===== src/rtl/rvCorePkg.sv =====
package rvCorePkg;

    localparam int xlen     = 32; // data word width
    localparam int regCount = 32; // architectural integer registers

    // major opcodes handled by the datapath
    localparam logic [6:0] opLoad   = 7'b0000011; // lb lh lw lbu lhu
    localparam logic [6:0] opStore  = 7'b0100011; // sb sh sw
    localparam logic [6:0] opOpImm  = 7'b0010011; // register immediate arithmetic
    localparam logic [6:0] opOp     = 7'b0110011; // register register arithmetic
    localparam logic [6:0] opBranch = 7'b1100011; // conditional branches
    localparam logic [6:0] opLui    = 7'b0110111; // load upper immediate

    typedef enum logic [3:0] {
        aluAdd  = 4'd0,
        aluSub  = 4'd1,
        aluSll  = 4'd2,
        aluSlt  = 4'd3,
        aluSltu = 4'd4,
        aluXor  = 4'd5,
        aluSrl  = 4'd6,
        aluSra  = 4'd7,
        aluOr   = 4'd8,
        aluAnd  = 4'd9,
        aluBeq  = 4'd10, // compare ops return 1 when the condition holds
        aluBne  = 4'd11,
        aluBlt  = 4'd12,
        aluBge  = 4'd13,
        aluBltu = 4'd14,
        aluBgeu = 4'd15
    } operationT;

    typedef enum logic [1:0] {
        wbAlu = 2'd0, // alu result
        wbMem = 2'd1, // extended load data
        wbImm = 2'd2  // immediate, used by lui
    } regWriteSrcT;

    // one instruction word seen in each base format
    typedef union packed {
        struct packed {
            logic [6:0] funct7;
            logic [4:0] rs2;
            logic [4:0] rs1;
            logic [2:0] funct3;
            logic [4:0] rd;
            logic [6:0] opcode;
        } rType;
        struct packed {
            logic [11:0] imm11to0;
            logic [4:0]  rs1;
            logic [2:0]  funct3;
            logic [4:0]  rd;
            logic [6:0]  opcode;
        } iType;
        struct packed {
            logic [6:0] imm11to5;
            logic [4:0] rs2;
            logic [4:0] rs1;
            logic [2:0] funct3;
            logic [4:0] imm4to0;
            logic [6:0] opcode;
        } sType;
        struct packed {
            logic       imm12;
            logic [5:0] imm10to5;
            logic [4:0] rs2;
            logic [4:0] rs1;
            logic [2:0] funct3;
            logic [3:0] imm4to1;
            logic       imm11;
            logic [6:0] opcode;
        } bType;
        struct packed {
            logic [19:0] imm31to12;
            logic [4:0]  rd;
            logic [6:0]  opcode;
        } uType;
    } instrU;

endpackage

===== src/rtl/rvCore.sv =====
`timescale 1ns/1ps

module rvCore import rvCorePkg::*; (
    input  logic            clk,
    input  logic            rst,
    input  logic [xlen-1:0] instruction,  // one instruction per cycle
    input  logic [xlen-1:0] dataFromMem,  // combinational memory read data
    output logic [xlen-1:0] aluResult,
    output logic            zeroFlag,
    output logic            errFlag,      // bad funct3 or funct7
    output logic            ctrlErr,      // bad opcode
    output logic            branchTaken,
    output logic [xlen-1:0] addrToMem,
    output logic [xlen-1:0] dataToMem,
    output logic [3:0]      byteEnable,
    output logic            memRead,
    output logic            memWrite,
    output logic [xlen-1:0] regWindow [regCount]
);

    logic [4:0]      rs1;
    logic [4:0]      rs2;
    logic [4:0]      rd;
    logic [6:0]      opcode;
    logic [2:0]      funct3;
    logic [6:0]      funct7;
    logic [xlen-1:0] imm;
    regWriteSrcT     regWriteSrc;
    logic            aluSrc;
    logic            regWrite;
    logic            branch;
    logic            ctrlMemWrite; // request from control before the handler
    logic            ctrlMemRead;
    logic [xlen-1:0] regA;
    logic [xlen-1:0] regB;
    logic [xlen-1:0] memData;

    instrDecode decoder (
        .instruction(instruction), .rs1(rs1), .rs2(rs2), .rd(rd),
        .opcode(opcode), .funct3(funct3), .funct7(funct7), .imm(imm)
    );

    controlUnit control (
        .opcode(opcode), .regWriteSrc(regWriteSrc), .aluSrc(aluSrc),
        .regWrite(regWrite), .branch(branch), .memWrite(ctrlMemWrite),
        .memRead(ctrlMemRead), .ctrlErr(ctrlErr)
    );

    alu execUnit (
        .opcode(opcode), .funct3(funct3), .funct7(funct7),
        .regA(regA), .regB(regB), .imm(imm), .aluSrc(aluSrc), .branch(branch),
        .aluResult(aluResult), .zeroFlag(zeroFlag), .errFlag(errFlag),
        .branchTaken(branchTaken)
    );

    registerFile regs (
        .clk(clk), .rst(rst), .rs1(rs1), .rs2(rs2), .rd(rd),
        .regWrite(regWrite), .regWriteSrc(regWriteSrc), .aluResult(aluResult),
        .memData(memData), .imm(imm), .regA(regA), .regB(regB),
        .regWindow(regWindow)
    );

    memoryHandler memHandler (
        .aluResult(aluResult), .regB(regB), .dataFromMem(dataFromMem),
        .funct3(funct3), .memRead(ctrlMemRead), .memWrite(ctrlMemWrite),
        .addrToMem(addrToMem), .dataToMem(dataToMem), .byteEnable(byteEnable),
        .memData(memData), .memRdOut(memRead), .memWrOut(memWrite)
    );

endmodule


===== src/rtl/memoryHandler.sv =====
`timescale 1ns/1ps

module memoryHandler import rvCorePkg::*; (
    input  logic [xlen-1:0] aluResult,   // effective byte address
    input  logic [xlen-1:0] regB,        // store data from rs2
    input  logic [xlen-1:0] dataFromMem, // word returned by memory
    input  logic [2:0]      funct3,      // access size and sign
    input  logic            memRead,
    input  logic            memWrite,
    output logic [xlen-1:0] addrToMem,   // word aligned
    output logic [xlen-1:0] dataToMem,   // store data in its byte lane
    output logic [3:0]      byteEnable,
    output logic [xlen-1:0] memData,     // load data for write back
    output logic            memRdOut,
    output logic            memWrOut
);

    logic [1:0]      offset;    // byte within the word
    logic [4:0]      laneShift; // offset in bits
    logic [xlen-1:0] laneData;  // addressed bytes moved to the bottom

    assign offset    = aluResult[1:0];
    assign laneShift = {offset, 3'b000};
    assign addrToMem = {aluResult[xlen-1:2], 2'b00};
    assign dataToMem = regB << laneShift;
    assign laneData  = dataFromMem >> laneShift;

    always_comb begin
        byteEnable = 4'b0000;
        if (memWrite) begin
            case (funct3[1:0])
                2'b00:   byteEnable = 4'b0001 << offset; // sb
                2'b01:   byteEnable = 4'b0011 << offset; // sh
                2'b10:   byteEnable = 4'b1111;           // sw
                default: byteEnable = 4'b0000;           // no such size
            endcase
        end
    end

    always_comb begin
        memData = '0;
        if (memRead) begin
            case (funct3)
                3'b000:  memData = {{24{laneData[7]}}, laneData[7:0]};   // lb
                3'b001:  memData = {{16{laneData[15]}}, laneData[15:0]}; // lh
                3'b010:  memData = laneData;                             // lw
                3'b100:  memData = {24'b0, laneData[7:0]};               // lbu
                3'b101:  memData = {16'b0, laneData[15:0]};              // lhu
                default: memData = '0;
            endcase
        end
    end

    // memory completes in the same cycle so requests pass straight out
    assign memRdOut = memRead;
    assign memWrOut = memWrite;

endmodule


===== src/rtl/registerFile.sv =====
`timescale 1ns/1ps

module registerFile import rvCorePkg::*; (
    input  logic            clk,
    input  logic            rst,
    input  logic [4:0]      rs1,        // read port a address
    input  logic [4:0]      rs2,        // read port b address
    input  logic [4:0]      rd,         // write address
    input  logic            regWrite,   // write enable from control
    input  regWriteSrcT     regWriteSrc,
    input  logic [xlen-1:0] aluResult,
    input  logic [xlen-1:0] memData,    // extended load data
    input  logic [xlen-1:0] imm,
    output logic [xlen-1:0] regA,
    output logic [xlen-1:0] regB,
    output logic [xlen-1:0] regWindow [regCount] // full register view
);

    logic [xlen-1:0] regs [regCount];
    logic [xlen-1:0] writeData;

    always_comb begin
        case (regWriteSrc)
            wbMem:   writeData = memData;
            wbImm:   writeData = imm;
            default: writeData = aluResult;
        endcase
    end

    always_ff @(posedge clk) begin
        if (rst) begin
            for (int i = 0; i < regCount; i++) begin
                regs[i] <= '0;
            end
        end else if (regWrite && rd != 5'd0) begin // x0 never written
            regs[rd] <= writeData;
        end
    end

    // reads are asynchronous so the alu sees operands in the same cycle
    assign regA      = regs[rs1];
    assign regB      = regs[rs2];
    assign regWindow = regs;

endmodule


===== src/rtl/alu.sv =====
`timescale 1ns/1ps

module alu import rvCorePkg::*; (
    input  logic [6:0]      opcode,
    input  logic [2:0]      funct3,
    input  logic [6:0]      funct7,
    input  logic [xlen-1:0] regA,        // operand a from rs1
    input  logic [xlen-1:0] regB,        // rs2 value
    input  logic [xlen-1:0] imm,         // decoded immediate
    input  logic            aluSrc,      // pick imm over regB
    input  logic            branch,      // branch instruction from control
    output logic [xlen-1:0] aluResult,
    output logic            zeroFlag,    // result is zero
    output logic            errFlag,     // undefined function encoding
    output logic            branchTaken  // branch and condition true
);

    operationT       operation;
    logic [xlen-1:0] opB;
    logic [4:0]      shamt;      // low five bits of operand b
    logic            baseFunct;  // funct7 all zero
    logic            altFunct;   // funct7 selects sub or sra
    logic            eq;
    logic            ltSigned;
    logic            ltUnsigned;

    assign opB        = aluSrc ? imm : regB;
    assign shamt      = opB[4:0];
    assign baseFunct  = (funct7 == 7'b0000000);
    assign altFunct   = (funct7 == 7'b0100000);
    assign eq         = (regA == opB);
    assign ltSigned   = ($signed(regA) < $signed(opB));
    assign ltUnsigned = (regA < opB);

    always_comb begin
        operation = aluAdd;
        errFlag   = 1'b0;
        case (opcode)
            opOp, opOpImm: begin
                case (funct3)
                    3'd0: operation = (opcode == opOp && altFunct) ? aluSub : aluAdd;
                    3'd1: operation = aluSll;
                    3'd2: operation = aluSlt;
                    3'd3: operation = aluSltu;
                    3'd4: operation = aluXor;
                    3'd5: operation = altFunct ? aluSra : aluSrl;
                    3'd6: operation = aluOr;
                    default: operation = aluAnd;
                endcase
                if (funct3 == 3'd5 || (funct3 == 3'd0 && opcode == opOp)) begin
                    errFlag = !baseFunct && !altFunct; // only two funct7 values exist here
                end else if (funct3 == 3'd1 || opcode == opOp) begin
                    errFlag = !baseFunct; // imm form funct7 bits are immediate
                end
            end
            opBranch: begin
                case (funct3)
                    3'd0: operation = aluBeq;
                    3'd1: operation = aluBne;
                    3'd4: operation = aluBlt;
                    3'd5: operation = aluBge;
                    3'd6: operation = aluBltu;
                    3'd7: operation = aluBgeu;
                    default: errFlag = 1'b1; // funct3 2 and 3 reserved
                endcase
            end
            default: operation = aluAdd; // loads, stores and address math
        endcase
    end

    always_comb begin
        case (operation)
            aluAdd:  aluResult = regA + opB;
            aluSub:  aluResult = regA - opB;
            aluSll:  aluResult = regA << shamt;
            aluSlt:  aluResult = {{(xlen-1){1'b0}}, ltSigned};
            aluSltu: aluResult = {{(xlen-1){1'b0}}, ltUnsigned};
            aluXor:  aluResult = regA ^ opB;
            aluSrl:  aluResult = regA >> shamt;
            aluSra:  aluResult = $signed(regA) >>> shamt; // sign fill
            aluOr:   aluResult = regA | opB;
            aluAnd:  aluResult = regA & opB;
            aluBeq:  aluResult = {{(xlen-1){1'b0}}, eq};
            aluBne:  aluResult = {{(xlen-1){1'b0}}, ~eq};
            aluBlt:  aluResult = {{(xlen-1){1'b0}}, ltSigned};
            aluBge:  aluResult = {{(xlen-1){1'b0}}, ~ltSigned};
            aluBltu: aluResult = {{(xlen-1){1'b0}}, ltUnsigned};
            default: aluResult = {{(xlen-1){1'b0}}, ~ltUnsigned}; // bgeu
        endcase
    end

    assign zeroFlag    = (aluResult == '0);
    assign branchTaken = branch && !errFlag && aluResult[0]; // reserved funct3 never branches

endmodule


===== src/rtl/controlUnit.sv =====
`timescale 1ns/1ps

module controlUnit import rvCorePkg::*; (
    input  logic [6:0]  opcode,      // major opcode from decode
    output regWriteSrcT regWriteSrc, // write back source select
    output logic        aluSrc,      // immediate as operand b
    output logic        regWrite,    // write rd at the clock edge
    output logic        branch,      // conditional branch
    output logic        memWrite,    // store request
    output logic        memRead,     // load request
    output logic        ctrlErr      // opcode outside the supported set
);

    always_comb begin
        // everything idle unless the opcode turns it on
        regWriteSrc = wbAlu;
        aluSrc      = 1'b0;
        regWrite    = 1'b0;
        branch      = 1'b0;
        memWrite    = 1'b0;
        memRead     = 1'b0;
        ctrlErr     = 1'b0;

        case (opcode)
            opLoad: begin
                regWriteSrc = wbMem;
                aluSrc      = 1'b1; // base plus offset
                regWrite    = 1'b1;
                memRead     = 1'b1;
            end
            opStore: begin
                aluSrc   = 1'b1; // base plus offset
                memWrite = 1'b1;
            end
            opOpImm: begin
                regWriteSrc = wbAlu;
                aluSrc      = 1'b1;
                regWrite    = 1'b1;
            end
            opOp: begin
                regWriteSrc = wbAlu;
                regWrite    = 1'b1;
            end
            opBranch: begin
                branch = 1'b1; // compares rs1 against rs2
            end
            opLui: begin
                regWriteSrc = wbImm; // immediate goes straight to rd
                regWrite    = 1'b1;
            end
            default: begin
                ctrlErr = 1'b1; // jal, jalr, auipc, system and zero words land here
            end
        endcase
    end

endmodule


===== src/rtl/instrDecode.sv =====
`timescale 1ns/1ps

module instrDecode import rvCorePkg::*; (
    input  instrU             instruction, // raw instruction word
    output logic [4:0]        rs1,         // source register 1 address
    output logic [4:0]        rs2,         // source register 2 address
    output logic [4:0]        rd,          // destination register address
    output logic [6:0]        opcode,      // major opcode
    output logic [2:0]        funct3,      // minor function code
    output logic [6:0]        funct7,      // upper function code
    output logic [xlen-1:0]   imm          // sign extended immediate
);

    logic [xlen-1:0] immI; // loads and register immediate ops
    logic [xlen-1:0] immS; // stores
    logic [xlen-1:0] immB; // branch offset, bit 0 always clear
    logic [xlen-1:0] immU; // upper immediate

    // register and function fields sit at the same place in every format
    assign rs1    = instruction.rType.rs1;
    assign rs2    = instruction.rType.rs2;
    assign rd     = instruction.rType.rd;
    assign opcode = instruction.rType.opcode;
    assign funct3 = instruction.rType.funct3;
    assign funct7 = instruction.rType.funct7;

    assign immI = {
        {20{instruction.iType.imm11to0[11]}}, // sign from bit 31
        instruction.iType.imm11to0
    };

    assign immS = {
        {20{instruction.sType.imm11to5[6]}},
        instruction.sType.imm11to5, // high part above rs2
        instruction.sType.imm4to0   // low part in the rd slot
    };

    assign immB = {
        {19{instruction.bType.imm12}},
        instruction.bType.imm12,
        instruction.bType.imm11,    // taken from bit 7
        instruction.bType.imm10to5,
        instruction.bType.imm4to1,
        1'b0                        // halfword aligned target
    };

    assign immU = {instruction.uType.imm31to12, 12'b0};

    always_comb begin
        case (opcode)
            opLoad, opOpImm: begin
                imm = immI;
            end
            opStore: begin
                imm = immS;
            end
            opBranch: begin
                imm = immB;
            end
            opLui: begin
                imm = immU;
            end
            default: begin
                imm = '0; // r type and unknown opcodes carry no immediate
            end
        endcase
    end

endmodule


===== config.mk =====
export PLATFORM = sky130hd
export DESIGN_NAME = rvCore
export DESIGN_NICKNAME = d
export VERILOG_FILES = /design/src/rtl/rvCorePkg.sv /design/src/rtl/rvCore.sv /design/src/rtl/memoryHandler.sv /design/src/rtl/registerFile.sv /design/src/rtl/alu.sv /design/src/rtl/controlUnit.sv /design/src/rtl/instrDecode.sv
export SDC_FILE = /design/constraint.sdc
export NUM_CORES = 2
export LEC_CHECK = 0
export BUFFER_PORTS_ARGS = -buffer_cell sky130_fd_sc_hd__buf_2
export CAP_MARGIN = 20
export CORE_AREA = 8 8 458 460
export CTS_BUF_LIST = sky130_fd_sc_hd__clkbuf_4 sky130_fd_sc_hd__clkbuf_8
export CTS_CLUSTER_DIAMETER = 60
export DETAILED_ROUTE_END_ITERATION = 7
export DIE_AREA = 0 0 466 468
export PLACE_DENSITY = 0.55
export SYNTH_ARGS = -nofsm -noshare
export SYNTH_HDL_FRONTEND = slang
export SYNTH_HIERARCHICAL = 1
export SYNTH_SLANG_ARGS = --single-unit

===== constraint.sdc =====
create_clock -name clk -period 24.4 [get_ports clk]
set_input_delay 1.22 -clock clk [delete_from_list [all_inputs] [get_ports clk]]
set_output_delay 1.22 -clock clk [all_outputs]
set_load 0.03 [all_outputs]

; Word level (Yosys, flattened, before mapping)
; Index checks and enable logic that the tools add are counted.
[totals]
reg_bits = 1024
wordCells = 148
[classes]
add_sub_neg = 2
magnitude_cmp = 6
n_eq_ne = 33
shift = 7
muxes = 33
n_bitwise = 9
reduce_logical = 26
[op_table]
columns = operator, n
row1 = bitwise mux 1024 bit, 1
row2 = case mux 32 bit (13 select lines), 1
row3 = binary-select mux 32 bit (select 5 bit), 2
row4 = 2-to-1 mux 32 bit, 7
row5 = demux 32 bit (select 5 bit), 1
row6 = case mux 32 bit (5 select lines), 1
row7 = case mux 32 bit (4 select lines), 1
row8 = less-than comparator 32 bit, 2
row9 = case mux 32 bit (2 select lines), 1
row10 = left shift 32 x 5 -> 32 bit, 2
row11 = >> shifter 32 x 5 -> 32 bit, 2
row12 = adder 32 bit, 1
row13 = AND 32 bit, 1
row14 = equality test 32 bit, 1
row15 = zero test 32 bit, 1
row16 = OR 32 bit, 1
row17 = >>> shifter 32 x 5 -> 32 bit, 1
row18 = subtractor 32 bit, 1
row19 = XOR 32 bit, 1
row20 = "equality test 4 bit, second input constant", 7
row21 = "equality test 7 x 6 -> 1 bit, second input constant", 4
row22 = case mux 4 bit (7 select lines), 1
row23 = case mux 4 bit (6 select lines), 1
row24 = ">= comparator 6 bit, second input constant", 3
row25 = other kinds (34), 71

; Depth between registers and ports, before layout
[logic_depth]
ltp_word = 13
mapped_depth = 38

; By module
; Netlist, hierarchy kept.
[modules_own_cells]
columns = module, n_inst, cells_each, area_each_um2, seq_area_each_um2
row1 = registerFile, 1, 6961, 53400.0, 20499.7
row2 = alu, 1, 1536, 10547.6, 0.0
row3 = memoryHandler, 1, 246, 1639.1, 0.0
row4 = instrDecode, 1, 106, 686.9, 0.0
row5 = controlUnit, 1, 18, 110.1, 0.0

; Worst setup path before layout
; Ideal clock, no wire load.
[synth_path]
path_kind = input to output
start = input port instruction[21]
end = output port byteEnable[3]
arrival_time_ps = 8160
required_time_ps = 23180
path_slack_ps = 15020
path_stages = 32
path_buffers = 12
path_cell_list = buf_4 buf_2 buf_4 buf_2 buf_4 mux2i_1 a21oi_1 nand3_1 nand3_1 mux2i_1 inv_2 buf_2 buf_2 buf_2 buf_1 ha_1 inv_1 fa_1 nor2b_1 o311ai_0 a21oi_1 a211oi_1 o221ai_1 mux2i_1 or2_2 a31oi_1 a21o_1 buf_2 buf_2 buf_2 o21ai_0 a21oi_1
[synth_between]
elab_chain_cells = 11
elab_cells_between_ends = 25
[synth_lines]
columns = element, line
row1 = "start, declared", rvCore.sv:6  ; input logic [xlen-1:0] instruction,
row2 = NOT 5 -> 6 bit (implied by the code) *, registerFile.sv:42  ; assign regB = regs[rs2];
row3 = binary-select mux 32 bit (select 5 bit) *, registerFile.sv:42
row4 = 2-to-1 mux 32 bit (implied by the code) * (2 in series), registerFile.sv:42
row5 = net regB[0], rvCore.sv:35  ; logic [xlen-1:0] regB;
row6 = 2-to-1 mux 32 bit *, alu.sv:27  ; assign opB = aluSrc ? imm : regB;
row7 = "less-than comparator 32 bit, or another cell as far along", alu.sv:33  ; assign ltUnsigned = (regA < opB);
row8 = "NOT 1 bit, on equally long branches", "alu.sv:88, alu.sv:84, alu.sv:86"
row9 = case mux 32 bit (13 select lines) *, alu.sv:72  ; case (operation)
row10 = net aluResult[0], rvCore.sv:8  ; output logic [xlen-1:0] aluResult,
row11 = left shift 2 x 2 -> 4 bit / left shift 1 x 2 -> 4 bit (equally long branches), "memoryHandler.sv:33, memoryHandler.sv:32"
row12 = case mux 4 bit (3 select lines) *, memoryHandler.sv:31  ; case (funct3[1:0])
row13 = 2-to-1 mux 4 bit *, memoryHandler.sv:30  ; if (memWrite) begin
row14 = "end, declared", rvCore.sv:15  ; output logic [3:0] byteEnable,
; Mark *: on every way through the listed nets, which the timed path passes. The rest lies on a longest branch. The select of a mux whose other input is x is not followed.

; Worst setup path after layout
[layout_path]
start = input port instruction[20]
end = output port zeroFlag
[layout_between]
elab_chain_cells = 9
elab_cells_between_ends = 22
[layout_lines]
columns = element, line
row1 = NOT 5 -> 6 bit (implied by the code) *, registerFile.sv:42
row2 = binary-select mux 32 bit (select 5 bit) *, registerFile.sv:42
row3 = 2-to-1 mux 32 bit (implied by the code) * (2 in series), registerFile.sv:42
row4 = net regB[0], rvCore.sv:35
row5 = 2-to-1 mux 32 bit *, alu.sv:27
row6 = "less-than comparator 32 bit, or another cell as far along", alu.sv:33
row7 = "NOT 1 bit, on equally long branches", "alu.sv:88, alu.sv:84, alu.sv:86"
row8 = case mux 32 bit (13 select lines) *, alu.sv:72
row9 = zero test 32 bit *, alu.sv:92  ; assign zeroFlag = (aluResult == '0);
row10 = "end, declared", rvCore.sv:9  ; output logic zeroFlag,
; Marks and branches as above.

==> impl_metrics.json <==
{
  "outcome": "completed",
  "ioPinCount": 1196,
  "count_of_port_buffers_added_during_placement": 1193,
  "hold_violations": 0,
  "area_taken_by_multi_input_logic_gates_um2": 42300,
  "core.rowCount": 166,
  "ys.flop_type": "sky130_fd_sc_hd__dfxtp_1",
  "p_per_area_nw_per_um2": 66.5,
  "routed-wl-met3_um": 61100,
  "cp_dominant_cell_by_count": "sky130_fd_sc_hd__buf_4",
  "largest_reg_flops": 1024,
  "cts.repair.resized": 0,
  "synthTopCellsByArea": "sky130_fd_sc_hd__dfxtp_1, sky130_fd_sc_hd__mux2i_1, sky130_fd_sc_hd__nand2_1",
  "crit_path_largest_cell_delay_ps": 940,
  "timing.critical_path.from_type": "primary input",
  "period_share_pct": 55.3,
  "met2WireLength_um": 198000,
  "worstPathMaxFanout": 42,
  "timing_max_transition_violations_final": 0,
  "internal_power_mw": 3.06,
  "setup_tns_ps": 0,
  "vias_per_cell": 6.28,
  "swShare_pct": 41.6,
  "num-nets-final": 9766,
  "antenna_found_initial": 38,
  "grt_start_max_net_pins": 182,
  "sum_of_internal_switching_and_leakage_power_mw": 5.23,
  "met1Wirelength_um": 178000,
  "vias_in_the_first_global_route": 71357,
  "insertion_delay_ps": 1040,
  "first_pass_iters": 8,
  "seq_area_frac_synth_pct": 30.9,
  "synth_cell_types": 108,
  "cts_hold_repair.buffers": 0,
  "clockRootBuffer": "sky130_fd_sc_hd__clkbuf_8",
  "top_layer_used": "met5",
  "synthToLayoutAreaGrowth_pct": 18.6,
  "holdPathEnd": "regs/regWindow[619]",
  "area.sequential_um2": 20500,
  "cts.reportedPaths.clkPinSlew_ps": 50,
  "criticalPathCategory": "primary input to output pin",
  "skew_ps": 86.5,
  "horiz_die_dim_um": 466,
  "vdd.ir_drop.worst_mv": 0.0452,
  "setup-violations-final": 0,
  "arrival_ps": 12280,
  "comb_power_share_pct": 33.3,
  "drcViolationCount": 0,
  "synth_area_leader_cell": "sky130_fd_sc_hd__dfxtp_1",
  "synth_top_cell_area_share_pct": 30.9,
  "starting_density_of_the_core_pct": 32.7,
  "regToRegSetupSlack_ps": 14000,
  "core-area_um2": 203000,
  "final_layout_size_suffix_gt1_share_pct": 20.5,
  "syn_area_per_cell_um2": 7.49,
  "ys_async_rst_share_pct": 0,
  "place_congestion": 1.08,
  "timing.hold.worst.start": "regs/regWindow[619]",
  "yosys_register_bits": 1024,
  "mappedNetlistArea_um2": 66400,
  "static_leakage_nw": 32.7,
  "hpwlAfterDp_um": 363000,
  "setup_repair_after_global_routing_missed_its_margin": "false",
  "hold_path_depth": 2,
  "worst_setup_path_end_kind": "output pin",
  "r2r_end": "regs/regWindow[462]",
  "tritoncts": "built",
  "total_routing_resource_utilization_after_global_routing_pct": 41.7,
  "postCtsSetupBuffers": 0,
  "yosys.cell_count.top_type": "sky130_fd_sc_hd__nand2_1",
  "worst_r2r_startpoint": "regs/regWindow[992]",
  "synth.cells.most_frequent": "sky130_fd_sc_hd__nand2_1, sky130_fd_sc_hd__a21oi_1, sky130_fd_sc_hd__mux2i_1",
  "route.antenna.remaining_nets": 0,
  "fmaxAchievable_ghz": 0.0740,
  "max_transition_margin_pct": 11.9,
  "h-tree-depth": 4,
  "required_ps": 23180,
  "drt-wirelength-per-cell_um": 38.8,
  "synth.yosys.warnings": 6,
  "clock_sinks": 1024,
  "n_fill_cell": 21115,
  "worstMarginPinSlew_ps": 1310,
  "finalNonFillerCells": 12452,
  "reg2regPathDepth": 32,
  "fp.dieH_um": 468,
  "grt_pass1_wl_um": 642000,
  "hold_ws_ps": 477,
  "post_synth_inst_count": 8867,
  "cap_violations": 0,
  "power.clock.fraction_pct": 34.7,
  "cts_made_buffers": 186,
  "clock_path_buffers": 3,
  "power_switching_mw": 2.18,
  "fin_crit_ps": 13500,
  "p_seq_share_pct": 32.0,
  "number_of_enable_type_register_cells_in_the_synthesized_netlist": 0,
  "drt-initial-drc-count": 12487,
  "drt_wl_total_um": 484000,
  "min-delay-path-class": "register to register",
  "critPathSlowestCell": "sky130_fd_sc_hd__nor2_4",
  "via_count": 78255,
  "globalRouteOverflowTotal": 0,
  "design.die.area_um2": 218000,
  "place.detailed.instances": 12095
}
[power by group through the flow]
stage	sequential, mW	combinational (mW)	clock, mW
global route	1.67	1.74	1.90
detailed placement	1.71	1.67	0
floorplan	1.71	0.908	0
finish	1.68	1.75	1.81
CTS	1.68	1.67	1.82
global placement	1.71	1.66	0
[cells by family after synthesis]
| group | synth area share, % |
|---|---|
| compound gates | 20.8 |
| xor+xnor | 0.290 |
| fa+ha+maj | 1.96 |
| buf+inv | 6.89 |
| flops | 30.9 |
| mux | 19.2 |
| other cells | 0.00565 |
| simple gates | 20.0 |
[stage by stage]
stage                     setup slack (ps)  util, %  cell area (um2)
after CTS                            11240     38.8            78600
after detailed placement             11270     36.8            74600
after global placement               11190     36.6            74300
final                                10900     38.8            78700
after floorplan                      15020        -            66400
after global routing                 11030     38.8            78700
[placed cells by master (no fill, tap or decap), types with 17 or more instances in the layout]
master                     instances
sky130_fd_sc_hd__o21ai_4          33
sky130_fd_sc_hd__nor2_4           26
sky130_fd_sc_hd__nand2_2          26
sky130_fd_sc_hd__inv_1           109
sky130_fd_sc_hd__nor2_1          151
sky130_fd_sc_hd__o211ai_1         43
sky130_fd_sc_hd__a22oi_1         262
sky130_fd_sc_hd__buf_2          1190
sky130_fd_sc_hd__and2_1           25
sky130_fd_sc_hd__a211oi_1         64
sky130_fd_sc_hd__nor3_2           20
sky130_fd_sc_hd__ha_1            100
sky130_fd_sc_hd__dfxtp_1        1024
sky130_fd_sc_hd__o31ai_1          22
sky130_fd_sc_hd__a22o_1          137
sky130_fd_sc_hd__buf_4           214
sky130_fd_sc_hd__nand2_1        2397
sky130_fd_sc_hd__nand3_1         241
sky130_fd_sc_hd__nand2b_1         20
sky130_fd_sc_hd__a31oi_1          88
sky130_fd_sc_hd__clkbuf_8        236
sky130_fd_sc_hd__diode_2          24
sky130_fd_sc_hd__a21o_1           23
sky130_fd_sc_hd__xnor2_1          17
sky130_fd_sc_hd__mux4_2           36
sky130_fd_sc_hd__nand4_1          19
sky130_fd_sc_hd__clkbuf_4         66
sky130_fd_sc_hd__o221ai_1         17
sky130_fd_sc_hd__mux2i_1        1168
sky130_fd_sc_hd__a21oi_1        1322
sky130_fd_sc_hd__a221oi_1         18
sky130_fd_sc_hd__o21ai_0         124
sky130_fd_sc_hd__nor2b_1          74
sky130_fd_sc_hd__nor3_1           82
[critical path: cells and delay by family]
kind / cells / cell delay, ps
AO/OA/AOI/OAI: 7 / 2080
XOR/XNOR: 1 / 290
adder cells (fa/ha/maj): 2 / 970
buffers and inverters: 8 / 3220
multiplexers: 1 / 380
AND/OR/NAND/NOR: 8 / 4000
[per-layer routing]
metal / GRT usage (%) / vias up
li1: - / 32550
met4: 31.7 / 14
met3: 14.7 / 1323
met5: 0 / -
met2: 60.9 / 5974
met1: 50.0 / 38394
[area by class of cell]
class | count | share of cell area (%)
Sequential cell | 1024 | 26.0
Timing Repair Buffer | 1429 | 10.3
Clock buffer | 301 | 4.74
Inverter | 114 | 0.547
Multi-Input combinational cell | 6842 | 53.7
Clock inverter | 30 | 0.380
Tap cell | 2688 | 4.27
Antenna cell | 24 | 0.0763
[how the worst max path moves through the flow]
stage	cells past startpoint	end	slack, ps	start
2_1_floorplan	32	byteEnable[3]	15020	instruction[21]
3_3_place_gp	27	zeroFlag	11190	instruction[20]
3_5_place_dp	27	zeroFlag	11270	instruction[20]
4_1_cts	27	zeroFlag	11240	instruction[20]
5_1_grt	26	dataToMem[17]	11030	instruction[16]
6_report	27	zeroFlag	10900	instruction[20]
Power figures use the tool's default switching activity.
